--- config.mk ---
export PLATFORM = sky130hd
export DESIGN_NAME = fetch_control
export DESIGN_NICKNAME = d
export VERILOG_FILES = /design/src/logic/icache_types_pkg.sv /design/src/logic/icache_bus_pkg.sv /design/src/logic/fetch_control.sv
export SDC_FILE = /design/constraint.sdc
export NUM_CORES = 1
export LEC_CHECK = 0
export BUFFER_PORTS_ARGS = -buffer_cell sky130_fd_sc_hd__buf_2
export CAP_MARGIN = 5
export CELL_PAD_IN_SITES_DETAIL_PLACEMENT = 0
export CELL_PAD_IN_SITES_GLOBAL_PLACEMENT = 1
export CORE_AREA = 2 2 214 216
export DETAILED_ROUTE_END_ITERATION = 8
export DIE_AREA = 0 0 216 218
export PLACE_DENSITY = 0.62
export SLEW_MARGIN = 20
export SYNTH_ARGS = -nofsm -noshare
export SYNTH_HDL_FRONTEND = slang
export SYNTH_SLANG_ARGS = --single-unit
export TNS_END_PERCENT = 30
--- constraint.sdc ---
create_clock -name Clk -period 7.84 [get_ports Clk]
set_input_delay 1.568 -clock Clk [delete_from_list [all_inputs] [get_ports Clk]]
set_output_delay 1.568 -clock Clk [all_outputs]
set_load 0.05 [all_outputs]
--- src/logic/icache_types_pkg.sv ---
package icache_types_pkg;

    // Byte address on the fetch and memory sides
    typedef logic [31:0] addr_t;

    // Instruction or memory data word
    typedef logic [31:0] instr_t;

    // Controller states
    typedef enum logic [2:0] {
        IDLE,
        LOOKUP,
        REFILL,
        INSTALL,
        PREFETCH
    } ctrl_state_t;

endpackage
--- src/logic/icache_bus_pkg.sv ---
package icache_bus_pkg;

    // Core to cache request sent with fetch_valid
    typedef struct packed {
        icache_types_pkg::addr_t addr;
    } fetch_req_t;

    // Cache to core response sent with resp_valid
    typedef struct packed {
        icache_types_pkg::instr_t instr;
    } fetch_resp_t;

    // Block read request holding the word address of the first word wanted
    typedef struct packed {
        icache_types_pkg::addr_t addr;
    } mem_req_t;

    // One word returned by the SDRAM controller
    typedef struct packed {
        icache_types_pkg::instr_t data;
    } mem_beat_t;

endpackage

--- src/logic/fetch_control.sv ---
`timescale 1ns/10ps

module fetch_control #(
    parameter int NUM_SETS    = 8,
    parameter int BLOCK_WORDS = 4
) (
    input  logic                                         Clk,
    input  logic                                         rst_n,
    input  logic                                         fetch_valid,
    input  icache_bus_pkg::fetch_req_t                   fetch_req,
    output logic                                         resp_valid,
    output icache_bus_pkg::fetch_resp_t                  fetch_resp,
    output logic                                         busy,
    output logic                                         mem_req_valid,
    output icache_bus_pkg::mem_req_t                     mem_req,
    input  logic                                         mem_beat_valid,
    input  icache_bus_pkg::mem_beat_t                    mem_beat,
    output icache_types_pkg::addr_t                      lookup_addr,
    input  logic                                         array_hit,
    input  icache_types_pkg::instr_t                     array_data,
    input  logic                                         pf_hit,
    input  icache_types_pkg::instr_t                     pf_data,
    input  icache_types_pkg::instr_t [BLOCK_WORDS-1:0]   pf_line,
    input  logic                                         pf_filling,
    input  logic                                         pf_started,
    output logic                                         line_write,
    output icache_types_pkg::addr_t                      line_addr,
    output icache_types_pkg::instr_t [BLOCK_WORDS-1:0]   line_words,
    output logic                                         pf_start,
    output icache_types_pkg::addr_t                      pf_addr,
    output logic                                         pf_beat_valid,
    output logic                                         pf_clear
);
    import icache_types_pkg::*;

    localparam int    OFF_W       = $clog2(BLOCK_WORDS) + 2;
    localparam int    CNT_W       = $clog2(BLOCK_WORDS);
    localparam addr_t BLOCK_BYTES = addr_t'(BLOCK_WORDS * 4);

    // Index and offset fields are cut straight out of the address
    if ((NUM_SETS & (NUM_SETS - 1)) != 0 ||
        (BLOCK_WORDS & (BLOCK_WORDS - 1)) != 0) begin : g_geometry_check
        $error("NUM_SETS and BLOCK_WORDS must be powers of two");
    end

    ctrl_state_t              state_q;
    addr_t                    req_addr_q;
    addr_t                    pf_addr_q;
    addr_t                    blk_base;
    instr_t [BLOCK_WORDS-1:0] line_q;
    logic [CNT_W-1:0]         beat_cnt_q;
    logic [CNT_W-1:0]         crit_off;
    logic                     inst_pf_q;
    logic                     crit_resp_q;
    logic                     accept;
    logic                     miss;
    logic                     cancel;
    logic                     issue_miss;
    logic                     refill_beat;
    logic                     refill_last;

    // Busy drops only when idle or when the pending lookup hits the array
    assign busy   = !(state_q == IDLE || (state_q == LOOKUP && array_hit));
    assign accept = fetch_valid && !busy;

    assign lookup_addr = req_addr_q;
    assign crit_off    = req_addr_q[OFF_W-1:2];
    assign blk_base    = {req_addr_q[31:OFF_W], {OFF_W{1'b0}}};

    assign miss        = (state_q == LOOKUP) && !array_hit && !pf_hit;
    // A prefetch that has not delivered a word yet can be dropped
    assign cancel      = miss && pf_filling && !pf_started && !mem_beat_valid;
    assign issue_miss  = miss && !pf_filling;
    assign refill_beat = (state_q == REFILL) && mem_beat_valid;
    assign refill_last = refill_beat && (beat_cnt_q == CNT_W'(BLOCK_WORDS - 1));

    // Array has priority over the prefetch buffer
    assign resp_valid = crit_resp_q || (state_q == LOOKUP && (array_hit || pf_hit));
    always_comb begin
        if (crit_resp_q) begin
            fetch_resp.instr = line_q[crit_off];
        end else if (array_hit) begin
            fetch_resp.instr = array_data;
        end else begin
            fetch_resp.instr = pf_data;
        end
    end

    // Request goes low for the cancel cycle before the miss takes over
    assign mem_req_valid = issue_miss || (state_q == REFILL) || (pf_filling && !cancel);
    assign mem_req.addr  = pf_filling ? pf_addr_q : req_addr_q;

    assign line_write    = (state_q == INSTALL);
    assign line_addr     = blk_base;
    assign line_words    = inst_pf_q ? pf_line : line_q;
    assign pf_start      = line_write && !inst_pf_q;
    assign pf_addr       = blk_base + BLOCK_BYTES;
    assign pf_beat_valid = mem_beat_valid && pf_filling;
    assign pf_clear      = cancel || (line_write && inst_pf_q);

    always_ff @(posedge Clk) begin
        if (!rst_n) begin
            state_q     <= IDLE;
            inst_pf_q   <= 1'b0;
            crit_resp_q <= 1'b0;
            beat_cnt_q  <= '0;
        end else begin
            crit_resp_q <= refill_beat && (beat_cnt_q == '0);
            if (refill_beat) begin
                beat_cnt_q <= beat_cnt_q + 1'b1;
            end
            case (state_q)
                IDLE: begin
                    if (accept) begin
                        state_q <= LOOKUP;
                    end
                end
                LOOKUP: begin
                    inst_pf_q  <= pf_hit && !array_hit;
                    beat_cnt_q <= '0;
                    if (array_hit) begin
                        state_q <= accept ? LOOKUP : IDLE;
                    end else if (pf_hit) begin
                        state_q <= INSTALL;
                    end else if (issue_miss || cancel) begin
                        state_q <= REFILL;
                    end else begin
                        // Prefetch already under way is left to finish
                        state_q <= PREFETCH;
                    end
                end
                REFILL: begin
                    if (refill_last) begin
                        state_q <= INSTALL;
                    end
                end
                INSTALL: begin
                    state_q <= IDLE;
                end
                PREFETCH: begin
                    // Look again since the wanted word may now be in the buffer
                    if (!pf_filling) begin
                        state_q <= LOOKUP;
                    end
                end
                default: begin
                    state_q <= IDLE;
                end
            endcase
        end
    end

    always_ff @(posedge Clk) begin
        if (accept) begin
            req_addr_q <= fetch_req.addr;
        end
        if (pf_start) begin
            pf_addr_q <= pf_addr;
        end
        // Critical word first, then ascending with wrap inside the block
        if (refill_beat) begin
            line_q[crit_off + beat_cnt_q] <= mem_beat.data;
        end
    end

    a_no_fetch_while_busy: assert property (@(posedge Clk) disable iff (!rst_n)
        fetch_valid |-> !busy)
        else $error("fetch request while busy");

    a_refill_req_stable: assert property (@(posedge Clk) disable iff (!rst_n)
        (issue_miss || (state_q == REFILL && !refill_last))
        |=> mem_req_valid && $stable(mem_req))
        else $error("refill request changed before its last beat");

endmodule

==> results.txt <==
* Run status: finished clean
- Clock tree synthesis found a total of 195 sinks.
* Count of H-tree levels built during CTS: 4
* Number of DRC markers after the initial detailed-route iteration: 285
- Post-detailed-route wirelength per cell: 20.70 um
- Clock buffers created by TritonCTS: 17
- Post-cts repair resize count: 0
* Leading register cell type out of synthesis: edfxtp_1
- The worst hold path was traced through 2 stages.
- On the final layout, the worst clock skew is 0.008047 ns.
- After filler insertion, the fill cell instance count of the layout stands at 4609.
- After routing, the total negative slack on setup checks comes to 0 ns.
* Drc violations: 0
- Among cell families on the critical path, the largest total delay comes from buffers and inverters.
* Number of antenna violations at the first check in global routing: 11
- Antenna-violating nets left: 0
- Nature of the critical path endpoint: primary output
- The biggest area contributor in the post-synthesis netlist is edfxtp_1.
- Slew HR: 34.12%
* CTS tree: yes
- Number of setup buffers added after CTS: 0
- First drt pass iteration count: 4
* Most frequent CP cell: buf_2
- Setup crit start kind: input pin
* Worst-case reg-to-reg path depth: 4
- Skew-Pair Late Insertion Delay: 0.46 ns
* Number of enable flip-flop cells after synthesis: 188
- Summed over all cells, the static leakage comes to 5.677 nW.
- Utilization of the core after routing: 31.32%
- Row generation in the floorplan step produced 78 rows.
* YS warnings: 0
* Effective utilization at floorplan: 22.85%
- In this run the power density over the cells is 206.1 mW/mm^2.
- Post-Synthesis Cells: 701
- Setup slack on the worst reg-to-reg path comes out at 5.57 ns.
* Global-route congestion overflow total: 0
- In this run the tool buffered the top-level ports with 550 buffer cells.
- Maximum single-stage delay on the critical path: 0.62 ns
- Area overhead of the layout relative to synthesis: 37.09%
- In the layout the commonest cells are buf_2 (550), edfxtp_1 (188), mux2_2 (154).
- Fin nets: 1479
* Async S/R FF share, synth: 0%
- Min-Delay Startpoint: beat_cnt_q[1]
- In this run the worst hold path is classified as flop to flop.
- GRT Overall Usage: 15.58%
- Upper clock frequency limit: 216.1 MHz
- Of all nets on the critical path, the largest fanout is 34.
- After synthesis, the mean cell area works out to 14.63 um^2.
* Number of flip-flops and latches in the synthesized netlist: 195
- The floorplan step set the die height to 218 um.
* Clock transition at the registers of the reported paths: 0.07 ns
- Dividing the detail-routed via count by the number of cells gives 4.343.
- The number of hold buffers added after CTS was 0.
- Number of ports placed on the die boundary: 559
- The die covers 0.04709 mm^2.
- Detailed-route via count: 7931
- Class of the most critical setup path: input pin to primary output
- At the pin with the least slew margin, the transition time is 0.9881 ns.
- Max Transition Viols Final: 0
* Max stage delay cell, worst path: buf_4
- Post-Syn Area: 0.01026 mm^2
* Global-route wire length before repair: 53.36 mm
* Count of unique library cells instantiated by Yosys: 42
* Sequential Area: 0.005791 mm^2
- Maximum vdd ir drop: 0.1515 mV
* Proportion of layout cells with a drive suffix above 1: 64.62%
- The library cell used most frequently in the layout, excluding fill and tap cells, is buf_2.
* Share of the synthesized area in the top cell type: 55.04%
- Buffers plus inverters on the worst setup path: 3
- DPL Wire Length: 28.47 mm
- Number of maximum-capacitance constraint violations: 0
- The final number of hold-violating endpoints came to 0.
* Hold path endpoint: beat_cnt_q[1]
- Measured along the x axis, the die boundary spans 216 um.
* Multi-input logic area: 0.004059 mm^2
- Sorting the synthesized cells by area gives the leading types as edfxtp_1 (55%), mux2_2 (17%), mux4_2 (7.0%).
- Critical Path, Cell by Cell: buf_2 -> buf_4 -> mux2i_1 -> o21ai_0 -> buf_2
- Worst path required time: 6.27 ns
- Share of synthesized area occupied by flip-flops and latches: 56.41%
- CTS placed an instance of clkbuf_16 at the clock tree root.
- Vias in the first global route: 8072
- The worst path in the final design needs a cycle of 4.627 ns, including I/O delays and setup.
- Setup violations remaining at the end of the flow were counted as 0.
- Arr. time, crit path: 3.06 ns
- Tcrit/Tclk final: 59.02%
- Counting along the longest clock path gives a buffer depth of 2.
- For this block, the routed nets add up to 37.81 mm of wire.
- Total core area: 0.04489 mm^2
- In this run the critical register-to-register path is launched from lookup_addr[3].
* Maximum number of pins on one net before global-route repair: 73
- Worst flop-to-flop path endpoint: line_q[14]
- The congestion estimate from routability-driven global placement came to 0.8098.
- RSZ-0062 raised after global routing: false
## worst reg2reg max path, delay by kind of cell, from the launching register on
family                    cells  cell delay [ns]
buffers and inverters         2             1.06
DFF                           1             0.33
xor gates and xnor gates      1             0.28
and+or+nand+nor               1             0.21
## layer usage
metal | part of all wire, % | vias to the layer above | global-route usage [%]
met2 | 51 | 391 | 27.64
li1 | - | 3656 | -
met3 | 8.3 | 38 | 5.481
met1 | 39 | 3840 | 17.70
met5 | 0.11 | - | 0
met4 | 1.5 | 6 | 4.315
## report_power, final
| group | switching, mW | internal (mW) |
|---|---|---|
| clock network | 0.412 | 0.492 |
| logic | 0.554 | 0.214 |
| registers | 0.0481 | 1.18 |
## metrics by stage
stage	worst slack [ns]	std cells	hold slack, ns	instance area, um^2	power (mW)
floorplan	2.537	708	0.4743	10280	1.816
global placement	3.282	1792	0.5049	13450	2.025
detailed placement	3.206	1792	0.5138	13450	2.024
CTS	3.214	1824	0.5251	14050	2.943
global route	3.098	1826	0.5535	14060	3.018
finish	3.213	1826	0.5154	14060	2.898
## synthesized netlist by cell type (2+ instances only)
cell type  instances
dfxtp_1            7
buf_1             10
a21oi_1            4
nor2_1            14
o21ai_0           36
buf_4             36
nor4_4             2
nand3_1           15
edfxtp_1         188
mux2i_1           33
nor3_1             3
xor2_1             6
and3_1             9
xnor2_1           24
nand2_1           54
buf_2             18
ha_1               4
nor2b_1            4
clkbuf_1          12
and4_1             3
nand2b_1           2
nand4_1            5
inv_1              7
mux4_2            32
mux2_2           154
nand4_4            2
nor4_1             2
## cell type report
cell class / instances / area share, %
inverters: 7 / 0.1869
clock inverters: 13 / 1.050
multi-input cells: 430 / 28.87
flip-flops and latches: 195 / 41.19
well taps: 600 / 5.340
clock buffers: 19 / 3.222
diodes: 2 / 0.03560
repair buffers: 560 / 20.11
## worst max-delay path by stage
stage / startpoint / end / slack (ns) / depth (start not counted)
after floorplan: inst_pf_q / pf_start / 2.54 / 4
after CTS: array_hit / fetch_resp[6] / 3.21 / 5
after detailed placement: array_hit / fetch_resp[20] / 3.21 / 5
after global routing: array_hit / pf_clear / 3.10 / 6
after global placement: array_hit / pf_clear / 3.28 / 6
final: array_hit / fetch_resp[22] / 3.21 / 5
## logic make-up (layout without fill, tap and decap cells)
logic type	after synthesis	after routing	synth area share, %
flops	195	195	56.41
fa+ha+maj	4	4	0.4880
buf+inv	83	599	4.575
other cells	1	10	0.03656
mux	219	219	27.16
compound gates	48	48	2.525
xor+xnor	30	30	2.562
simple gates	121	121	6.246
## registers in the layout, indices dropped and copies added (netlist names)
| register | count |
|---|---|
| line_q | 128 |
| lookup_addr | 32 |
| pf_addr_q | 28 |
| state_q | 3 |
| beat_cnt_q | 2 |
| crit_resp_q | 1 |
| inst_pf_q | 1 |
Power figures use the tool's default switching activity.
