--- src/logic/icache_types_pkg.sv ---
package icache_types_pkg;

    // Byte address on the fetch and memory sides
    typedef logic [31:0] addr_t;

    // Instruction or memory data word
    typedef logic [31:0] instr_t;

    // Controller states
    typedef enum logic [2:0] {
        IDLE,
        LOOKUP,
        REFILL,
        INSTALL,
        PREFETCH
    } ctrl_state_t;

endpackage
--- src/logic/icache_array.sv ---
`timescale 1ns/10ps

module icache_array #(
    parameter int NUM_SETS    = 8,
    parameter int NUM_WAYS    = 4,
    parameter int BLOCK_WORDS = 4
) (
    input  logic                                         Clk,
    input  logic                                         rst_n,
    input  icache_types_pkg::addr_t                      lookup_addr,
    output logic                                         array_hit,
    output icache_types_pkg::instr_t                     array_data,
    input  logic                                         line_write,
    input  icache_types_pkg::addr_t                      line_addr,
    input  icache_types_pkg::instr_t [BLOCK_WORDS-1:0]   line_words
);
    import icache_types_pkg::*;

    localparam int OFF_W = $clog2(BLOCK_WORDS) + 2;
    localparam int IDX_W = $clog2(NUM_SETS);
    localparam int TAG_W = 32 - IDX_W - OFF_W;
    localparam int WAY_W = $clog2(NUM_WAYS);

    logic [TAG_W-1:0]         tags   [NUM_SETS][NUM_WAYS];
    instr_t [BLOCK_WORDS-1:0] data   [NUM_SETS][NUM_WAYS];
    logic [NUM_WAYS-1:0]      valid_q [NUM_SETS];
    logic [WAY_W-1:0]         rr_ptr [NUM_SETS];

    logic [IDX_W-1:0]    rd_idx;
    logic [IDX_W-1:0]    wr_idx;
    logic [TAG_W-1:0]    rd_tag;
    logic [TAG_W-1:0]    wr_tag;
    logic [OFF_W-3:0]    rd_word;
    logic [NUM_WAYS-1:0] way_hit;
    logic [WAY_W-1:0]    hit_way;
    logic [WAY_W-1:0]    fill_way;

    assign rd_idx  = lookup_addr[OFF_W +: IDX_W];
    assign rd_tag  = lookup_addr[31 -: TAG_W];
    assign rd_word = lookup_addr[2 +: OFF_W-2];
    assign wr_idx  = line_addr[OFF_W +: IDX_W];
    assign wr_tag  = line_addr[31 -: TAG_W];

    // Compare every way of the indexed set at once
    always_comb begin
        hit_way = '0;
        for (int w = 0; w < NUM_WAYS; w++) begin
            way_hit[w] = valid_q[rd_idx][w] && (tags[rd_idx][w] == rd_tag);
            if (way_hit[w]) begin
                hit_way = WAY_W'(w);
            end
        end
    end

    assign array_hit  = |way_hit;
    assign array_data = data[rd_idx][hit_way][rd_word];

    // Lowest invalid way wins, otherwise the set's round-robin pointer
    always_comb begin
        fill_way = rr_ptr[wr_idx];
        for (int w = NUM_WAYS - 1; w >= 0; w--) begin
            if (!valid_q[wr_idx][w]) begin
                fill_way = WAY_W'(w);
            end
        end
    end

    always_ff @(posedge Clk) begin
        if (line_write) begin
            tags[wr_idx][fill_way] <= wr_tag;
            data[wr_idx][fill_way] <= line_words;
        end
    end

    always_ff @(posedge Clk) begin
        if (!rst_n) begin
            for (int s = 0; s < NUM_SETS; s++) begin
                valid_q[s] <= '0;
                rr_ptr[s]  <= '0;
            end
        end else if (line_write) begin
            valid_q[wr_idx][fill_way] <= 1'b1;
            if (rr_ptr[wr_idx] == WAY_W'(NUM_WAYS - 1)) begin
                rr_ptr[wr_idx] <= '0;
            end else begin
                rr_ptr[wr_idx] <= rr_ptr[wr_idx] + 1'b1;
            end
        end
    end

    // A block is never installed twice, so a set holds each tag at most once
    a_single_way_hit: assert property (@(posedge Clk) disable iff (!rst_n)
        $onehot0(way_hit))
        else $error("more than one way hit in set %0d", rd_idx);

endmodule

--- config.mk ---
export PLATFORM = sky130hd
export DESIGN_NAME = icache_array
export DESIGN_NICKNAME = d
export VERILOG_FILES = /design/src/logic/icache_types_pkg.sv /design/src/logic/icache_array.sv
export SDC_FILE = /design/constraint.sdc
export NUM_CORES = 2
export LEC_CHECK = 0
export BUFFER_PORTS_ARGS = -buffer_cell sky130_fd_sc_hd__buf_2
export CELL_PAD_IN_SITES_DETAIL_PLACEMENT = 1
export CELL_PAD_IN_SITES_GLOBAL_PLACEMENT = 2
export CORE_AREA = 4 4 654 656
export CTS_CLUSTER_DIAMETER = 50
export DETAILED_ROUTE_END_ITERATION = 8
export DIE_AREA = 0 0 658 660
export PLACE_DENSITY = 0.68
export SLEW_MARGIN = 20
export SYNTH_ARGS = -nofsm -noshare
export SYNTH_HDL_FRONTEND = slang
export SYNTH_MEMORY_MAX_BITS = 65536
export SYNTH_SLANG_ARGS = --single-unit
--- constraint.sdc ---
create_clock -name Clk -period 16.1 [get_ports Clk]
set_clock_uncertainty 0.15 [all_clocks]
set_input_delay 3.22 -clock Clk [delete_from_list [all_inputs] [get_ports Clk]]
set_output_delay 3.22 -clock Clk [all_outputs]
set_load 0.02 [all_outputs]
==> impl_results.html <==
<table>
<tr><th>Metric</th><th>Value</th></tr>
<tr><th colspan="2">Worst hold path</th></tr>
<tr><td>Worst min-delay path startpoint</td><td>valid_q[7][0]</td></tr>
<tr><td>Hold Path Class</td><td>flip-flop to flip-flop</td></tr>
<tr><th colspan="2">Floorplan</th></tr>
<tr><td>Effective utilization at floorplan</td><td>0.449</td></tr>
<tr><td>Die Outline Area</td><td>0.434 mm^2</td></tr>
<tr><td>Core area</td><td>0.422 mm^2</td></tr>
<tr><td>Die outline height</td><td>660 um</td></tr>
<tr><td>Ports placed on the boundary</td><td>228</td></tr>
<tr><td>Cell Rows</td><td>239</td></tr>
<tr><td>Die width</td><td>658 um</td></tr>
<tr><th colspan="2">Clocking</th></tr>
<tr><td>Later-pin clock latency in the skew report</td><td>1.04 ns</td></tr>
<tr><td>Root buffer selected by CTS</td><td>clkbuf_16</td></tr>
<tr><td>Count of H-tree levels built during CTS</td><td>6</td></tr>
<tr><td>Hold-fix buffers, CTS</td><td>0</td></tr>
<tr><td>Num CTS Buffers</td><td>548</td></tr>
<tr><td>Number of setup buffers added after CTS</td><td>0</td></tr>
<tr><td>Deepest clock path buffer count</td><td>4</td></tr>
<tr><td>Resized cells post-CTS</td><td>0</td></tr>
<tr><td>Clock Sinks</td><td>4,944</td></tr>
<tr><td>TritonCTS clock tree</td><td>yes</td></tr>
<tr><td>Clk pin slew, worst setup/hold paths</td><td>0.06 ns</td></tr>
<tr><th colspan="2">Global route</th></tr>
<tr><td>Global Route Usage Sum</td><td>0.248</td></tr>
<tr><td>Maximum number of pins on one net before global-route repair</td><td>112</td></tr>
<tr><td>Via count of the first global-routing pass</td><td>96,800</td></tr>
<tr><td>GRT Residual Overflow</td><td>0</td></tr>
<tr><td>Initial antenna violation count</td><td>91</td></tr>
<tr><td>Global-route wire length before repair</td><td>764 mm</td></tr>
<tr><th colspan="2">Setup path</th></tr>
<tr><td>Signal arrival time at the worst endpoint</td><td>10.28 ns</td></tr>
<tr><td>Startpoint of the lowest-slack register-to-register path</td><td>rr_ptr[5][0]</td></tr>
<tr><td>Origin of the worst setup path</td><td>lookup_addr[4]</td></tr>
<tr><td>Crit path max fanout</td><td>103</td></tr>
<tr><td>Endpoint kind of the worst setup timing path</td><td>output pin</td></tr>
<tr><td>Worst setup path category</td><td>primary input to output pin</td></tr>
<tr><td>Crit start category</td><td>primary input</td></tr>
<tr><td>Data required time at the worst endpoint</td><td>12.73 ns</td></tr>
<tr><th colspan="2">Job</th></tr>
<tr><td>Max-Cap Viols</td><td>0</td></tr>
<tr><th colspan="2">Power</th></tr>
<tr><td>IR Drop Worst-Case VDD</td><td>0.102 mV</td></tr>
<tr><td>Cell Pwr Density</td><td>129 mW/mm^2</td></tr>
<tr><td>Internal</td><td>0.0219 W</td></tr>
<tr><td>P_sw</td><td>0.00593 W</td></tr>
<tr><td>Clock share of power</td><td>0.441</td></tr>
<tr><td>Sequential Power Share</td><td>0.514</td></tr>
<tr><td>Leakage power of the design</td><td>68.2 nW</td></tr>
<tr><td>Power Total</td><td>0.0278 W</td></tr>
<tr><td>Sw Share</td><td>0.213</td></tr>
<tr><td>Power share of the combinational group</td><td>0.045</td></tr>
<tr><th colspan="2">Detailed routing</th></tr>
<tr><td>Vias post-DR</td><td>93,200</td></tr>
<tr><td>DRC violation total after the first TritonRoute iteration</td><td>10,700</td></tr>
<tr><td>Detailed-route vias per instance</td><td>6.18</td></tr>
<tr><td>Final routed wire length divided by cell count</td><td>36.1 um</td></tr>
<tr><td>Router iterations before antenna repair</td><td>8</td></tr>
<tr><td>WL final</td><td>544 mm</td></tr>
<tr><td>DRC violation count after routing</td><td>0</td></tr>
<tr><td>Post-route antenna net violation count</td><td>0</td></tr>
<tr><th colspan="2">Synthesis</th></tr>
<tr><td>Post-synth net total</td><td>8,602</td></tr>
<tr><td>Synth Warn #</td><td>0</td></tr>
<tr><td>Synthesized area per cell</td><td>22.5 um^2</td></tr>
<tr><td>Synthesized instance count</td><td>8,406</td></tr>
<tr><td>Top FF cell, synth</td><td>edfxtp_1</td></tr>
<tr><td>Sequential fraction of the synthesis area</td><td>0.782</td></tr>
<tr><td>Mapped Area</td><td>0.189 mm^2</td></tr>
<tr><td>Post-synthesis sequential element count</td><td>4,944</td></tr>
<tr><td>Number of different library cells in the post-synthesis netlist</td><td>71</td></tr>
<tr><td>Async S/R FF share, synth</td><td>0</td></tr>
<tr><td>EDFF count, synth</td><td>4,912</td></tr>
<tr><th colspan="2">Layout</th></tr>
<tr><td>Area growth from synthesis to layout</td><td>13.8%</td></tr>
<tr><td>Total non-filler cell area in the finished layout</td><td>0.216 mm^2</td></tr>
<tr><td>Top library cells by usage in the layout, fill and taps aside</td><td>4,912 x edfxtp_1, 1,216 x mux4_2, 570 x clkbuf_16, 479 x nand2_1, 365 x mux2i_1</td></tr>
<tr><td>Final non-filler cell total</td><td>15,100</td></tr>
<tr><td>Commonest non-fill, non-tap cell in the layout</td><td>edfxtp_1</td></tr>
<tr><td>Final #Nets</td><td>9,149</td></tr>
<tr><td>Share of cells above drive strength 1</td><td>0.269</td></tr>
<tr><td>Fillers</td><td>36,700</td></tr>
<tr><th colspan="2">STA</th></tr>
<tr><td>Max-Slew Margin vs Limit</td><td>0.201</td></tr>
<tr><td>Final worst path period need</td><td>13.65 ns</td></tr>
<tr><td>Max Clock Freq</td><td>73.3 MHz</td></tr>
<tr><td>Max-slew violations</td><td>0</td></tr>
<tr><td>Final setup margin</td><td>2.45 ns</td></tr>
<tr><td>Setup violations, final</td><td>0</td></tr>
<tr><td>Hold violation count in the final report</td><td>0</td></tr>
<tr><td>Final Cycle Share</td><td>0.848</td></tr>
<tr><td>Accumulated negative setup slack</td><td>0 ns</td></tr>
<tr><td>Transition time at the pin with the least slew margin</td><td>1.19 ns</td></tr>
<tr><td>Setup repair after global routing missed its margin</td><td>no</td></tr>
<tr><th colspan="2">Place</th></tr>
<tr><td># port buffers</td><td>221</td></tr>
<tr><td>Total instance count after detailed placement</td><td>14,100</td></tr>
<tr><td>Placement Cell Area</td><td>0.198 mm^2</td></tr>
<tr><td>Gpl congestion</td><td>0.762</td></tr>
<tr><td>Worst-case setup slack after placement</td><td>2.21 ns</td></tr>
<tr><td>Estimated wirelength of the detail-placed design</td><td>281 mm</td></tr>
<tr><th colspan="2">Outcome</th></tr>
<tr><td>Outcome</td><td>completed</td></tr>
</table>
cell families (layout without fill, tap and decap cells):
logic type | count (synthesis) | in the layout | share of synthesized area
flops | 4944 | 4944 | 0.782
mux | 1620 | 1620 | 0.166
simple gates | 856 | 856 | 0.0200
buf+inv | 461 | 1435 | 0.0118
compound gates | 441 | 441 | 0.0165
xor+xnor | 83 | 83 | 0.00384
fa+ha+maj | 1 | 1 | 0.0000660
other cells | 0 | 37 | 0
through the flow:
stage | util | hold WS [ns]
floorplan | - | 0.300
global placement | 0.469 | 0.321
detailed placement | 0.469 | 0.337
CTS | 0.511 | 0.349
global route | 0.511 | 0.365
finish | 0.511 | 0.346
state kept, by name, summed over array words and instances, names as in the netlist:
| register | flops |
|---|---|
| rr_ptr | 16 |
| data | 4096 |
| valid_q | 32 |
| tags | 800 |
cell type report:
| class | count | area (um^2) | area share |
|---|---|---|---|
| inverter | 8 | 37.5 | 0.000174 |
| multi-input combinational | 3001 | 39400 | 0.183 |
| antenna | 37 | 92.6 | 0.000429 |
| sequential | 4944 | 148000 | 0.687 |
| clock inverter | 293 | 2880 | 0.0134 |
| clock buffer | 684 | 14700 | 0.0681 |
| tap | 5663 | 7090 | 0.0328 |
| timing repair buffer | 450 | 3350 | 0.0155 |
synthesized netlist by cell type (6+ instances only):
cell       instances  area share
and3_1            17     0.00056
or3_1             10     0.00033
mux4_2          1216        0.14
buf_4             28      0.0011
buf_1             31     0.00061
nand3_1          172      0.0045
a22oi_1           40      0.0016
nand2_1          481      0.0095
xor2_1            35      0.0016
a31oi_1           51      0.0017
o21ai_0           58      0.0015
inv_1              6     0.00012
nor2_1            82      0.0016
clkbuf_1         212      0.0042
nand2b_1           8     0.00026
a22o_1            16     0.00074
nor2b_1           11     0.00036
o21a_1            32      0.0013
a21boi_0           8     0.00032
buf_6             14     0.00083
mux2_2            39      0.0023
xnor2_1           48      0.0022
a221oi_1          68      0.0031
nand4_1           26     0.00086
buf_2            162      0.0043
o22ai_1           51      0.0017
a21oi_1           43      0.0011
o2111ai_1         13     0.00060
nor4_1            13     0.00043
edfxtp_1        4912        0.78
and2_1             6     0.00020
a221o_1            7     0.00037
dfxtp_1           32      0.0034
a21o_1            20     0.00079
nor3_1             7     0.00018
mux2i_1          365       0.019
worst max-delay path: stages:
cell	delay [ns]
buf_12	0.63
buf_4	0.54
mux4_2	0.56
mux2i_1	0.35
xnor2_1	0.18
a21oi_1	0.36
nor4bb_1	0.76
and3_4	0.72
buf_4	0.49
mux4_2	0.55
o21ai_0	0.16
a21boi_0	0.95
o21ai_1	0.38
buf_2	0.27
power groups by stage:
stage	combinational, W	sequential, W	clock [W]
after global placement	0.00124	0.0146	0
after global routing	0.00134	0.0143	0.0131
final	0.00126	0.0143	0.0123
after CTS	0.00128	0.0143	0.0125
after floorplan	0.000714	0.0146	0
after detailed placement	0.00127	0.0146	0
layer usage:
metal | vias to the layer above | wire length [um] | global-route usage
met5 | - | 237 | 0
met4 | 34 | 11800 | 0.0530
met3 | 857 | 39800 | 0.0420
met1 | 52000 | 232000 | 0.366
li1 | 36700 | - | -
met2 | 3603 | 260000 | 0.394
final timing paths:
kind                                  endpoint  slack (ns)  cells after the start
worst max-delay path            array_data[28]        2.45                     14
worst min-delay path             valid_q[7][0]        0.35                      1
worst max register to register    data[3][390]       10.55                     10
worst min register to register   valid_q[7][0]        0.35                      1
(Power assumes the default switching activity.)
