$ cat src/logic/icache_types_pkg.sv
package icache_types_pkg;

    // Byte address on the fetch and memory sides
    typedef logic [31:0] addr_t;

    // Instruction or memory data word
    typedef logic [31:0] instr_t;

    // Controller states
    typedef enum logic [2:0] {
        IDLE,
        LOOKUP,
        REFILL,
        INSTALL,
        PREFETCH
    } ctrl_state_t;

endpackage
$ cat src/logic/icache_bus_pkg.sv
package icache_bus_pkg;

    // Core to cache request sent with fetch_valid
    typedef struct packed {
        icache_types_pkg::addr_t addr;
    } fetch_req_t;

    // Cache to core response sent with resp_valid
    typedef struct packed {
        icache_types_pkg::instr_t instr;
    } fetch_resp_t;

    // Block read request holding the word address of the first word wanted
    typedef struct packed {
        icache_types_pkg::addr_t addr;
    } mem_req_t;

    // One word returned by the SDRAM controller
    typedef struct packed {
        icache_types_pkg::instr_t data;
    } mem_beat_t;

endpackage

$ cat src/logic/prefetch_buffer.sv
`timescale 1ns/10ps

module prefetch_buffer #(
    parameter int BLOCK_WORDS = 4
) (
    input  logic                                         Clk,
    input  logic                                         rst_n,
    input  logic                                         pf_start,
    input  icache_types_pkg::addr_t                      pf_addr,
    input  logic                                         pf_beat_valid,
    input  icache_bus_pkg::mem_beat_t                    pf_beat,
    input  logic                                         pf_clear,
    input  icache_types_pkg::addr_t                      lookup_addr,
    output logic                                         pf_hit,
    output icache_types_pkg::instr_t                     pf_data,
    output icache_types_pkg::instr_t [BLOCK_WORDS-1:0]   pf_line,
    output logic                                         pf_filling,
    output logic                                         pf_started
);
    localparam int OFF_W = $clog2(BLOCK_WORDS) + 2;
    localparam int CNT_W = $clog2(BLOCK_WORDS);

    logic [31:OFF_W]   blk_q;
    logic [CNT_W-1:0]  cnt_q;
    logic              valid_q;
    logic              take_beat;

    assign take_beat = pf_beat_valid && pf_filling;

    always_ff @(posedge Clk) begin
        if (!rst_n) begin
            valid_q    <= 1'b0;
            pf_filling <= 1'b0;
            pf_started <= 1'b0;
            cnt_q      <= '0;
        end else if (pf_start) begin
            valid_q    <= 1'b0;
            pf_filling <= 1'b1;
            pf_started <= 1'b0;
            cnt_q      <= '0;
        end else if (pf_clear) begin
            valid_q    <= 1'b0;
            pf_filling <= 1'b0;
            pf_started <= 1'b0;
        end else if (take_beat) begin
            pf_started <= 1'b1;
            cnt_q      <= cnt_q + 1'b1;
            // Last beat makes the block usable
            if (cnt_q == CNT_W'(BLOCK_WORDS - 1)) begin
                valid_q    <= 1'b1;
                pf_filling <= 1'b0;
            end
        end
    end

    // Prefetch addresses are block aligned, beats come in ascending order
    always_ff @(posedge Clk) begin
        if (pf_start) begin
            blk_q <= pf_addr[31:OFF_W];
        end
        if (take_beat) begin
            pf_line[cnt_q] <= pf_beat.data;
        end
    end

    assign pf_hit  = valid_q && (lookup_addr[31:OFF_W] == blk_q);
    assign pf_data = pf_line[lookup_addr[OFF_W-1:2]];

endmodule

$ cat config.mk
export PLATFORM = sky130hd
export DESIGN_NAME = prefetch_buffer
export DESIGN_NICKNAME = d
export VERILOG_FILES = /design/src/logic/icache_types_pkg.sv /design/src/logic/icache_bus_pkg.sv /design/src/logic/prefetch_buffer.sv
export SDC_FILE = /design/constraint.sdc
export NUM_CORES = 1
export LEC_CHECK = 0
export BUFFER_PORTS_ARGS = -buffer_cell sky130_fd_sc_hd__buf_2
export CORE_MARGIN = 2
export CORE_UTILIZATION = 30
export CTS_BUF_LIST = sky130_fd_sc_hd__clkbuf_2 sky130_fd_sc_hd__clkbuf_4 sky130_fd_sc_hd__clkbuf_8
export CTS_CLUSTER_SIZE = 10
export DETAILED_ROUTE_END_ITERATION = 8
export PLACE_DENSITY = 0.67
export SYNTH_ARGS = -nofsm -noshare
export SYNTH_HDL_FRONTEND = slang
export SYNTH_SLANG_ARGS = --single-unit
$ cat constraint.sdc
create_clock -name Clk -period 2.1 [get_ports Clk]
set_clock_uncertainty 0.1 [all_clocks]
set_input_delay 0.105 -clock Clk [delete_from_list [all_inputs] [get_ports Clk]]
set_output_delay 0.105 -clock Clk [all_outputs]
set_load 0.03 [all_outputs]
==> results of run 1 <==
[placed cells by master (no fill, tap or decap), types with 2 or more instances in the layout]
master | Yosys | routed
sky130_fd_sc_hd__buf_4 | 0 | 8
sky130_fd_sc_hd__nand4_1 | 3 | 3
sky130_fd_sc_hd__edfxtp_1 | 156 | 156
sky130_fd_sc_hd__dfxtp_1 | 5 | 5
sky130_fd_sc_hd__clkbuf_8 | 0 | 17
sky130_fd_sc_hd__mux4_2 | 31 | 31
sky130_fd_sc_hd__clkinv_4 | 0 | 3
sky130_fd_sc_hd__ha_1 | 4 | 4
sky130_fd_sc_hd__clkinv_8 | 0 | 3
sky130_fd_sc_hd__inv_8 | 0 | 5
sky130_fd_sc_hd__nand2_1 | 2 | 2
sky130_fd_sc_hd__nor3_1 | 3 | 3
sky130_fd_sc_hd__xor2_1 | 19 | 19
sky130_fd_sc_hd__nor2_1 | 3 | 3
sky130_fd_sc_hd__nor4_2 | 1 | 2
sky130_fd_sc_hd__and3_2 | 0 | 4
sky130_fd_sc_hd__a21oi_1 | 2 | 2
sky130_fd_sc_hd__inv_1 | 2 | 2
sky130_fd_sc_hd__dlygate4sd3_1 | 0 | 65
sky130_fd_sc_hd__nor4_1 | 4 | 3
sky130_fd_sc_hd__buf_12 | 3 | 2
sky130_fd_sc_hd__buf_2 | 3 | 256
sky130_fd_sc_hd__inv_6 | 0 | 3
sky130_fd_sc_hd__xnor2_1 | 10 | 10
[flip-flops by register name, indices dropped and copies added, names as in the netlist]
register	count
blk_q	28
pf_filling	1
pf_started	1
valid_q	1
pf_line	128
cnt_q	2
[metal layers]
layer	wire length (um)	vias to the layer above	track usage (%)	share of wire [%]
met5	0	-	0	0
met3	1230	10	5.47	8.3
li1	-	1768	-	-
met4	157	0	3.98	1.1
met2	7710	197	24.2	52
met1	5630	1924	15.9	38
[metrics by stage]
stage / TNS (ps) / utilization (%) / total power, mW
final: -16.0 / 43.7 / 6.42
after detailed placement: 0 / 38.4 / 4.21
after CTS: -125 / 43.7 / 6.52
after global routing: -286 / 43.7 / 6.71
after global placement: 0 / 38.4 / 4.19
after floorplan: 0 / - / 4.00
[final timing paths]
kind                            startpoint          to  slack, ps
worst max-delay path             blk_q[21]      pf_hit        -20
worst min-delay path              pf_start    blk_q[9]        130
worst max register to register    cnt_q[0]  pf_filling        320
worst min register to register     valid_q     valid_q        400
[worst max-delay path, delay by kind of cell, from the launching register on]
family / cells / cell delay [ps]
xor gates and xnor gates: 1 / 180
buffers and inverters: 1 / 200
and+or+nand+nor: 3 / 700
DFF: 1 / 400
[timing repair]
item | in CTS | in global routing
resized for setup | 2 | 0
hold buffers | 65 | 0
pin swaps | 2 | 1
hold endpoints to repair | 161 | 0
endpoints found under the setup margin | 1 | 1
[power groups by stage]
stage / combinational, mW / clock [mW] / sequential, mW
finish: 0.602 / 2.19 / 3.63
global route: 0.644 / 2.43 / 3.64
CTS: 0.605 / 2.29 / 3.63
detailed placement: 0.508 / 0 / 3.70
global placement: 0.495 / 0 / 3.70
floorplan: 0.255 / 0 / 3.74
[logic make-up (layout without fill, tap and decap cells)]
group | after synthesis | after routing | share of synthesized area [%]
XOR/XNOR | 29 | 29 | 4.19
other | 0 | 1 | 0
adder cells (fa/ha/maj) | 4 | 4 | 0.825
AO/OA/AOI/OAI | 4 | 4 | 0.371
buffers and inverters | 9 | 365 | 1.55
multiplexers | 32 | 32 | 11.9
AND/OR/NAND/NOR | 23 | 23 | 2.21
flip-flops | 161 | 161 | 78.9
[layout make-up]
class,count,area (sq um),share of cell area [%]
flip-flops and latches,161,4780,54.6
repair buffers,331,2030,23.2
multi-input cells,92,1200,13.7
well taps,270,338,3.86
clock buffers,17,234,2.67
clock inverters,15,163,1.86
inverters,2,7.51,0.0857
diodes,1,2.50,0.0286
==> impl_summary.md, run 1 <==
Power
The switching fraction of total power is 25.4%. For this design the static power due to leakage is 3.40 nW. Sequential cells account for 56.5% of the total power. The internal portion of the total power is 4.78 mW. The share of total power dissipated in combinational logic is 9.4%. The analysis attributes to net switching a power of roughly 1.6 mW.

IR analysis of the VDD net gives a maximum drop of 0.381 mV. The power density of the placed cells is 733 nW/um^2. The power share of the clock group is roughly a third.

Synth
Counting every instance in the synthesized netlist gives 262. Of the post-synthesis cell area, the dominant cell type holds between 70% and 80%. The synthesized design spends more area on one cell type than any other, namely sky130_fd_sc_hd__edfxtp_1. Counting flops with a built-in enable in the synthesized netlist gives between 150 and 200.

In the synthesized netlist, the cells that appear most often are sky130_fd_sc_hd__edfxtp_1, sky130_fd_sc_hd__mux4_2, sky130_fd_sc_hd__xor2_1, sky130_fd_sc_hd__xnor2_1, sky130_fd_sc_hd__dfxtp_1. The number of warning messages in the yosys log is 0. Each instance of the synthesized netlist takes up on average around 23 sq um. The number of storage elements in the synthesis netlist is 161. The share of the yosys chip area belonging to registers is 78.9%. The cell area after synthesis is just over 6000 sq um. The synthesized net count is 367.

Ranked by total cell area, the synthesized netlist is headed by sky130_fd_sc_hd__edfxtp_1, sky130_fd_sc_hd__mux4_2, sky130_fd_sc_hd__xor2_1. Among all flip-flop cells after synthesis, the most frequent one is sky130_fd_sc_hd__edfxtp_1. In the synthesized netlist the async set-or-reset flop fraction comes to 0%.

The number of distinct library cells after synthesis is 24. The most frequent cell after synthesis is sky130_fd_sc_hd__edfxtp_1.

Worst setup path
The worst setup path is captured at an output port. Traced cell by cell, the critical path runs through xor2_1 > nor4_2 > nand4_1 > nor4_2 > buf_4. For the worst flop-to-flop path, the logic depth is 5. The highest-delay cell along the critical path is sky130_fd_sc_hd__edfxtp_1.

For the worst setup path, the data required time is 1890 ps. The stage delay of the slowest cell on the critical path is 400 ps. For the worst setup path, the data arrival time is 1910 ps. The maximum fanout along the worst path is 1. The cell repeated most along the worst path is sky130_fd_sc_hd__nor4_2. The launching element type of the critical path is a flip-flop. The critical path is of the flip-flop to output port type.

Floorplanning
The starting density of the core is a little under a third. The floorplan step defined a core boundary enclosing 20,000 sq um. The die span in x is 146 um. After floorplanning, the core was divided into between 50 and 60 placement rows.

The total I/O pin count is 264. From bottom edge to top edge, the die measures 146 um. The die covers 21,400 sq um.

Finish
The post-route cell area is between 8000 and 9000 sq um. The area growth from synthesis to layout is 44.4%. The final standard cell count with taps included and fillers excluded is 889.

The layout cell share with drive strength beyond 1 is 54.2%. The final net count is 710. The layout has between 1,500 and 2,000 filler cells.

STA
The final-report max-slew violation count is 0. The worst hold-check slack is 129 ps. Setup violations remaining at the end of the flow were counted as 1.

The number of hold violations in the final report came to 0. For the pin with the worst max-slew slack, the measured transition is around 650 ps. The final critical delay including setup and external delays is 2120 ps. Setup repair after global routing could not meet its margin everywhere.

Of the available clock period, the critical path in the final layout requires 101%. The worst slew slack as a fraction of its limit is 56.7%. Static timing analysis puts the maximum clock frequency at 0.473 GHz. Once routing completed, OpenROAD measured the worst setup slack at -16.0 ps.

Run status
The checks that failed: setup timing. The flow ran to the end, but the final reports show violations.

GRT
The number of antenna violations at the first check in global routing is 1. The first global-routing pass estimated 22.8 mm of wire. The largest net degree at the start of global routing is 33.

The via count of the first global-routing pass is 4,156. The remaining global-route overflow is 0. Global routing used 13.9% of the available tracks.

Clock network
The cell at the root of the clock tree is sky130_fd_sc_hd__clkbuf_8. The clock reaches the later pin of the worst-skew pair after approximately 430 ps. After clock tree synthesis, the setup repair step added 0 buffers. The number of buffers created by CTS is 17. In this run the number of H-tree levels came out at 4.

Counting along the longest clock path gives a buffer depth of 2. The clock tree from TritonCTS is built. For this design, the sink count on the clock tree is 161. After clock tree synthesis, the clock-pin slew on the worst setup and hold paths is 100 ps.

Route
The number of design rule violations left after detail routing is 0. Once detail routing completed, the nets flagged for antenna violations numbered 0. Before antenna repair, the detailed router went through 4 iterations. The first-iteration detailed-routing DRC count is 200. The total via count after detailed routing is about 4,000.

Dividing the detail-routed wire length by the instance count gives 16.6 um. The sum of routed wire length over all layers is 14.7 mm. After detailed routing, the number of vias per cell comes to 4.39.

Place
Timing analysis after detailed placement gives a worst setup slack of 245 ps. In this run the tool buffered the top-level ports with 257 buffer cells. The post-DP HPWL is 10.1 mm. The placed instance area is 7700 sq um. In this run, placement finished with an instance count of 791. At the end of routability-driven placement, the weighted congestion stood at 0.778.

Job
The max capacitance violation total is 0.

Worst hold path
The min-delay analysis places its worst path in the category input pin to flip-flop. The number of stages on the worst hold path is 1.
No activity file was read; power rests on OpenSTA's default activity.
==> inputs of run 2 (changes only) <==
--- a/config.mk
+++ b/config.mk
@@ -12,6 +12,7 @@
 export CTS_CLUSTER_SIZE = 10
 export DETAILED_ROUTE_END_ITERATION = 8
 export PLACE_DENSITY = 0.67
+export RECOVER_POWER = 100
 export SYNTH_ARGS = -nofsm -noshare
 export SYNTH_HDL_FRONTEND = slang
 export SYNTH_SLANG_ARGS = --single-unit
==> impl_summary.md, run 2 (synthesis results as in run 1) <==
STA
The maximum clock frequency is 0.473 GHz (about the same). The worst slew slack as a fraction of its limit is -3.84% (-61 points). The final setup slack of the worst path is -15.2 ps (+0.788 ps). The setup TNS is -15.2 ps (+0.788 ps).

The slew at the pin with the worst max-slew slack is 1560 ps (+908 ps). The worst hold-check slack came to 269 ps (+140 ps). The number of endpoints failing setup at the final stage is 1 (unchanged). The final critical delay including setup and external delays was 2120 ps (-0.788 ps).

The number of hold violations in the final report is 0 (unchanged). The portion of the clock cycle consumed by the worst path in the final layout was 101% (about the same). The final-report max-slew violation count came to 31 (+31).

Setup repair after global routing could not meet its margin everywhere.

Clock network
The clock tree from TritonCTS is built. The buffer levels on the longest clock path is 2 (unchanged). The tree is rooted in a sky130_fd_sc_hd__clkbuf_8.

The source-to-sink clock delay at the later pin of the worst-skew pair was 430 ps (about the same). The total number of H-tree levels is 4 (unchanged). The clock transition at the register clock pins on the worst setup and hold paths after CTS is 100 ps (about the same). The number of buffers created by CTS is 17 (unchanged). The CTS sink count is 161 (unchanged).

Power
The leakage component of the power came to 2.85 nW (-16%). The largest voltage drop on the vdd net is 0.382 mV (+0.21%). The power density of the placed cells is 753 nW/um^2 (+2.8%).

Floorplanning
The die area came to 21,400 sq um (unchanged). The height of the die is 146 um (unchanged). The total I/O pin count is 264 (unchanged). The die span in x is 146 um (unchanged). The number of rows created at floorplan came to 52 (unchanged). The placeable core region was 20,000 sq um (unchanged). The starting density of the core was 30.3% (unchanged).

Worst setup path
The arrival time of the worst setup path came to 1910 ps (about the same). The highest-delay cell along the critical path is sky130_fd_sc_hd__edfxtp_1. The most numerous cell type found on the critical path is sky130_fd_sc_hd__nor4_2. The stage delay of the slowest cell on the critical path is 400 ps (about the same). The buffering stage count on the worst path with inverters included came to 1 (unchanged). The launching element type of the critical path is a flip-flop.

The critical path class is flip-flop to output port. The signal on the critical path passes through xor2_1 > nor4_2 > nand4_1 > nor4_2 > buf_4. The reg-to-reg critical path startpoint is cnt_q[0]. The maximum fanout along the worst path came to 1 (unchanged). The kind of cell adding the most delay to the critical path is simple AND/OR/NAND/NOR gates. The path depth of the worst reg2reg path is 3 (-2). The setup slack on the worst flop-to-flop path is 290 ps (-30 ps). The worst setup path is captured at an output port.

The data required time of the worst path is 1890 ps (about the same). The worst register-to-register path ends at pf_line[108].

Finish
The flip-flop count of the largest register after layout was 128 (unchanged). The commonest non-fill, non-tap cell in the layout is sky130_fd_sc_hd__clkbuf_1. The final design utilization is 42.3% (-1.4 points). The top cell types in the final layout, fill and taps aside, are sky130_fd_sc_hd__clkbuf_1, sky130_fd_sc_hd__edfxtp_1, sky130_fd_sc_hd__dlygate4sd3_1. In the final layout, the registers with the most flip-flops are pf_line (128), blk_q (28), cnt_q (2). The area growth from synthesis to layout is 39.9%.

The layout cell share with drive strength beyond 1 is 22.5% (-32 points). The final net count came to 710 (unchanged). The number of filler instances in the final layout came to 1,902 (+7.3%). Ranked by flip-flop count, first place goes to pf_line.

Route
The first-iteration detailed-routing DRC count is 205 (+2.5%). The count of nets left with antenna violations after detail routing is 0 (unchanged). The routed wire length per instance came to 16.7 um (+0.73%). The sum of routed wire length over all layers is 14.8 mm (+0.73%). The detailed-route vias per instance is 4.38 (-0.23%). The total via count after detailed routing came to 3,890 (-0.23%). Signal routing reaches up to met4.

The number of detailed-route iterations in the first pass is 6 (+2). The number of design rule violations left after detail routing is 0 (unchanged). The routed length on met2 is 7.66 mm (-0.65%).

The total length of routed met3 wires was 1.31 mm (+6.2%). The detailed-route wire length on metal 1 is 5.70 mm (+1.3%).

Worst hold path
The startpoint identified for the worst hold timing path is pf_addr[19]. The number of stages on the worst hold path is 2 (+1). The path class of the tightest hold or removal check is input pin to flip-flop.

The worst hold path terminates at blk_q[19].

GRT
The number of antenna violations at the first check in global routing is 1 (unchanged). The overall routing resource usage is 13.9% (unchanged). The largest net degree at the start of global routing came to 33 (unchanged). The global-route wire length before repair is 22.8 mm (unchanged). The remaining global-route overflow is 0 (unchanged). The via count of the first global-routing pass came to 4,156 (unchanged).

Run status
The final reports fail on capacitance limit, slew limit, setup timing. The run finished, with violations left.

Place
The post-place setup slack was 245 ps (unchanged). The post-DP HPWL is 10.1 mm (unchanged). The number of buffers added on ports is 257 (unchanged).

The routability congestion estimate from global placement was 0.778 (unchanged).

Job
The max capacitance violation total is 1 (+1).
## run 2: cell count changes in the layout (fill, tap and decap cells not counted), moves of 6 or more
cell                       previous run  this run
sky130_fd_sc_hd__clkbuf_1             0       195
sky130_fd_sc_hd__buf_4                8         2
sky130_fd_sc_hd__buf_2              256        60
sky130_fd_sc_hd__clkbuf_2             0         7
## run 2: worst max-delay path by stage
stage                from  cells past startpoint  slack [ps]    endpoint
5_1_grt         blk_q[21]                      5        -290      pf_hit
3_5_place_dp     blk_q[6]                      5         250      pf_hit
4_1_cts         blk_q[21]                      5        -130      pf_hit
3_3_place_gp    blk_q[28]                      5         240      pf_hit
2_1_floorplan  pf_filling                      3          90  pf_filling
6_report        blk_q[21]                      5         -20      pf_hit
## run 2: worst register-to-register path, cell delays in order, from the launching register on
cell                       delay (ps)
sky130_fd_sc_hd__dfxtp_1          410
sky130_fd_sc_hd__ha_1             160
sky130_fd_sc_hd__and3_1           240
sky130_fd_sc_hd__clkbuf_4         520
## run 2: cell type report
class	instances	area [sq um]	share of cell area, %
Antenna cell	1	2.50	0.0295
Clock buffer	17	234	2.76
Clock inverter	15	163	1.92
Inverter	2	7.51	0.0885
Multi-Input combinational cell	92	1190	14.1
Sequential cell	161	4780	56.4
Tap cell	270	338	3.98
Timing Repair Buffer	331	1760	20.7
## run 2: repair_timing
item	CTS	global route
setup buffers	0	0
hold endpoints to repair	161	0
hold buffers	65	0
gates resized for setup	2	0
pin swaps	2	1
setup endpoints to repair	1	1
## run 2: metal layers
layer / track usage [%] / vias to the layer above
met5: 0 / -
met4: 3.98 / 0
met3: 5.47 / 12
met2: 24.2 / 207
met1: 15.9 / 1905
li1: - / 1766
## run 2: metrics by stage
step / power [mW] / std cells / instance area (sq um)
after floorplan: 4.00 / 262 / 6060
after global placement: 4.19 / 791 / 7700
after detailed placement: 4.21 / 791 / 7700
after CTS: 6.52 / 888 / 8750
after global routing: 6.69 / 888 / 8480
final: 6.39 / 889 / 8480
## run 2: power breakdown
part           internal [mW]  total [mW]  switching, mW
registers               3.60        3.63         0.0330
logic                  0.260       0.578          0.318
clock network          0.901        2.18           1.28
total                   4.76        6.39           1.63
==> inputs of run 3 (changes only) <==
--- a/config.mk
+++ b/config.mk
@@ -13,6 +13,8 @@
 export DETAILED_ROUTE_END_ITERATION = 8
 export PLACE_DENSITY = 0.67
 export RECOVER_POWER = 100
+export SETUP_SLACK_MARGIN = 0.2
+export SKIP_LAST_GASP = 1
 export SYNTH_ARGS = -nofsm -noshare
 export SYNTH_HDL_FRONTEND = slang
 export SYNTH_SLANG_ARGS = --single-unit
==> impl_summary.md, run 3 (synthesis results as in run 1) <==
Run status
The flow ran to the end, but the final reports show violations. The final reports fail on capacitance limit, slew limit, setup timing.

Route
The total via count after detailed routing is 3,827 (-1.6%). The detailed-route vias per instance is 4.32 (-1.2%). The count of nets left with antenna violations after detail routing is 0 (unchanged). The first-iteration detailed-routing DRC count is 116 (-43%).

The number of detailed-route iterations in the first pass is 6 (unchanged). The sum of routed wire length over all layers is 15.4 mm (+3.9%). The number of design rule violations left after detail routing is 0 (unchanged). The routed wire length per instance is 17.4 um (+4.4%).

Clock network
The clock tree from TritonCTS is built. The total number of H-tree levels is 4 (unchanged). The source-to-sink clock delay at the later pin of the worst-skew pair is 440 ps (about the same).

The buffer levels on the longest clock path is 2 (unchanged). The clock transition at the register clock pins on the worst setup and hold paths after CTS is 90 ps (about the same). The cell at the root of the clock tree is sky130_fd_sc_hd__clkbuf_8.

The number of buffers added for setup after CTS was 0 (unchanged). The number of buffers created by CTS came to 17 (unchanged). The CTS sink count was 161 (unchanged).

STA
The number of endpoints failing setup at the final stage is 1 (unchanged). The maximum clock frequency came to 0.470 GHz (-0.59%). The setup TNS is -27.8 ps (-12.6 ps). The number of hold violations in the final report is 0 (unchanged).

The final-report max-slew violation count is 31 (unchanged). The portion of the clock cycle consumed by the worst path in the final layout is 101% (+0.60 points). The final setup slack of the worst path came to -27.8 ps (-12.6 ps). The worst slew slack as a fraction of its limit came to -5.73% (-1.9 points). Setup repair after global routing could not meet its margin everywhere.

The slew at the pin with the worst max-slew slack was 1590 ps (+28.4 ps). The final critical delay including setup and external delays is 2130 ps (+12.6 ps).

Finish
The layout cell share with drive strength beyond 1 is 22.3% (-0.22 points). The area of the multi-input gates is 1200 sq um (+0.42%). The count of antenna diodes in the layout came to 0 (-1). Ranked by flip-flop count, first place goes to pf_line.

In the layout the commonest cells are sky130_fd_sc_hd__clkbuf_1, sky130_fd_sc_hd__edfxtp_1, sky130_fd_sc_hd__dlygate4sd3_1. The final net count is 707 (-0.42%). The largest registers in the layout are pf_line (128), blk_q (28), cnt_q (2). Leaving out fill and tap cells, the most frequent cell in the layout is sky130_fd_sc_hd__clkbuf_1. The post-route cell area is 8490 sq um (about the same). The area of all sequential standard cells is 4780 sq um (unchanged). The flip-flop count of the largest register after layout was 128 (unchanged).

The layout overhead on the synthesized area came to 40.1% (about the same). The final design utilization is 42.4% (about the same). The number of filler instances in the final layout was 1,943 (+2.2%).

Floorplanning
The placeable core region is 20,000 sq um (unchanged). The height of the die is 146 um (unchanged). The total I/O pin count is 264 (unchanged). The number of rows created at floorplan is 52 (unchanged).

The starting density of the core was 30.3% (unchanged). The die span in x is 146 um (unchanged). The die area came to 21,400 sq um (unchanged).

Worst setup path
The critical path class is flip-flop to output port. The arrival time of the worst setup path is 1920 ps (about the same). The worst setup path is captured at an output port. The maximum fanout along the worst path came to 1 (unchanged). The setup slack on the worst flop-to-flop path is 110 ps (-180 ps).

The data required time of the worst path is 1890 ps (about the same). The worst register-to-register path ends at pf_line[43]. The path depth of the worst reg2reg path is 3 (unchanged).

The launching element type of the critical path is a flip-flop. The startpoint identified for the worst register-to-register timing path is cnt_q[0].

GRT
The via count of the first global-routing pass is 4,146 (-0.24%). The largest net degree at the start of global routing is 33 (unchanged). The number of antenna violations at the first check in global routing came to 0 (-1). The remaining global-route overflow is 0 (unchanged). The overall routing resource usage is 14.4% (+0.51 points).

The global-route wire length before repair is 23.4 mm (+2.4%).

Worst hold path
The startpoint identified for the worst hold timing path is pf_addr[11]. The number of stages on the worst hold path is 2 (unchanged). The path with the worst hold slack has its endpoint at blk_q[11]. The worst min-delay path class is input pin to flip-flop.

Place
The post-DP HPWL is 10.6 mm (+5.0%). The routability congestion estimate from global placement is 0.803 (+3.2%). The number of buffers added on ports is 257 (unchanged). The placed instance area is 7720 sq um (+0.29%).

The post-place setup slack is 234 ps (-11.3 ps).

Job
The max capacitance violation total is 1 (unchanged).

Power
The largest voltage drop on the vdd net is 0.350 mV (-8.4%). The power density of the placed cells was 762 nW/um^2 (+1.1%). The leakage component of the power is 2.84 nW (-0.47%).
run 3: cell types whose count changed in the layout (fill, tap and decap cells not counted), moves of 2 or more:
cell / delta
sky130_fd_sc_hd__inv_8: -3
sky130_fd_sc_hd__clkinvlp_4: +2
sky130_fd_sc_hd__inv_6: +2
sky130_fd_sc_hd__clkbuf_2: -4
run 3: timing repair:
item | CTS | global route
resized for setup | 2 | 1
pin swaps | 2 | 1
hold buffers | 64 | 0
endpoints found under the hold margin | 161 | 0
setup endpoints to repair | 1 | 1
gates cloned | 0 | 0
run 3: how the worst max path moves through the flow:
stage / from / slack (ps) / endpoint / cells past startpoint
after CTS: blk_q[10] / -160 / pf_hit / 5
after global placement: blk_q[31] / 270 / pf_hit / 5
after floorplan: blk_q[25] / 380 / pf_hit / 4
final: blk_q[31] / -30 / pf_hit / 5
after global routing: blk_q[4] / -200 / pf_hit / 5
after detailed placement: blk_q[31] / 230 / pf_hit / 5
run 3: area by class of cell:
class | count | share of cell area [%]
Multi-Input combinational cell | 92 | 14.1
Sequential cell | 161 | 56.3
Timing Repair Buffer | 328 | 20.7
Inverter | 2 | 0.0884
Clock buffer | 17 | 2.76
Clock inverter | 15 | 2.00
Tap cell | 270 | 3.98
run 3: metal layers:
layer  vias up  global-route usage, %  routed length, um
met5         -                      0                  0
met4         0                   4.42                206
met3        17                   4.56               1120
met2       182                   26.0               8000
li1       1759                      -                  -
met1      1869                   16.3               6100
run 3: where the power goes:
group          total (mW)  switching [mW]  internal (mW)  leakage (nW)
combinational       0.583           0.322          0.261          1.17
clock                2.26            1.26          0.996         0.198
sequential           3.63          0.0319           3.60          1.47
run 3: metrics by stage:
stage | total power [mW] | std cells | hold slack [ps]
2_1_floorplan | 4.00 | 262 | 84.3
3_3_place_gp | 4.20 | 789 | 181
3_5_place_dp | 4.22 | 789 | 183
4_1_cts | 6.58 | 885 | 94.7
5_1_grt | 6.74 | 885 | 238
6_report | 6.47 | 885 | 265
run 3: worst max-delay path, stage by stage (launching register included):
cell,delay (ps)
sky130_fd_sc_hd__edfxtp_1,390
sky130_fd_sc_hd__xor2_1,180
sky130_fd_sc_hd__nor4_2,340
sky130_fd_sc_hd__nand4_1,180
sky130_fd_sc_hd__nor4_2,190
sky130_fd_sc_hd__buf_4,210
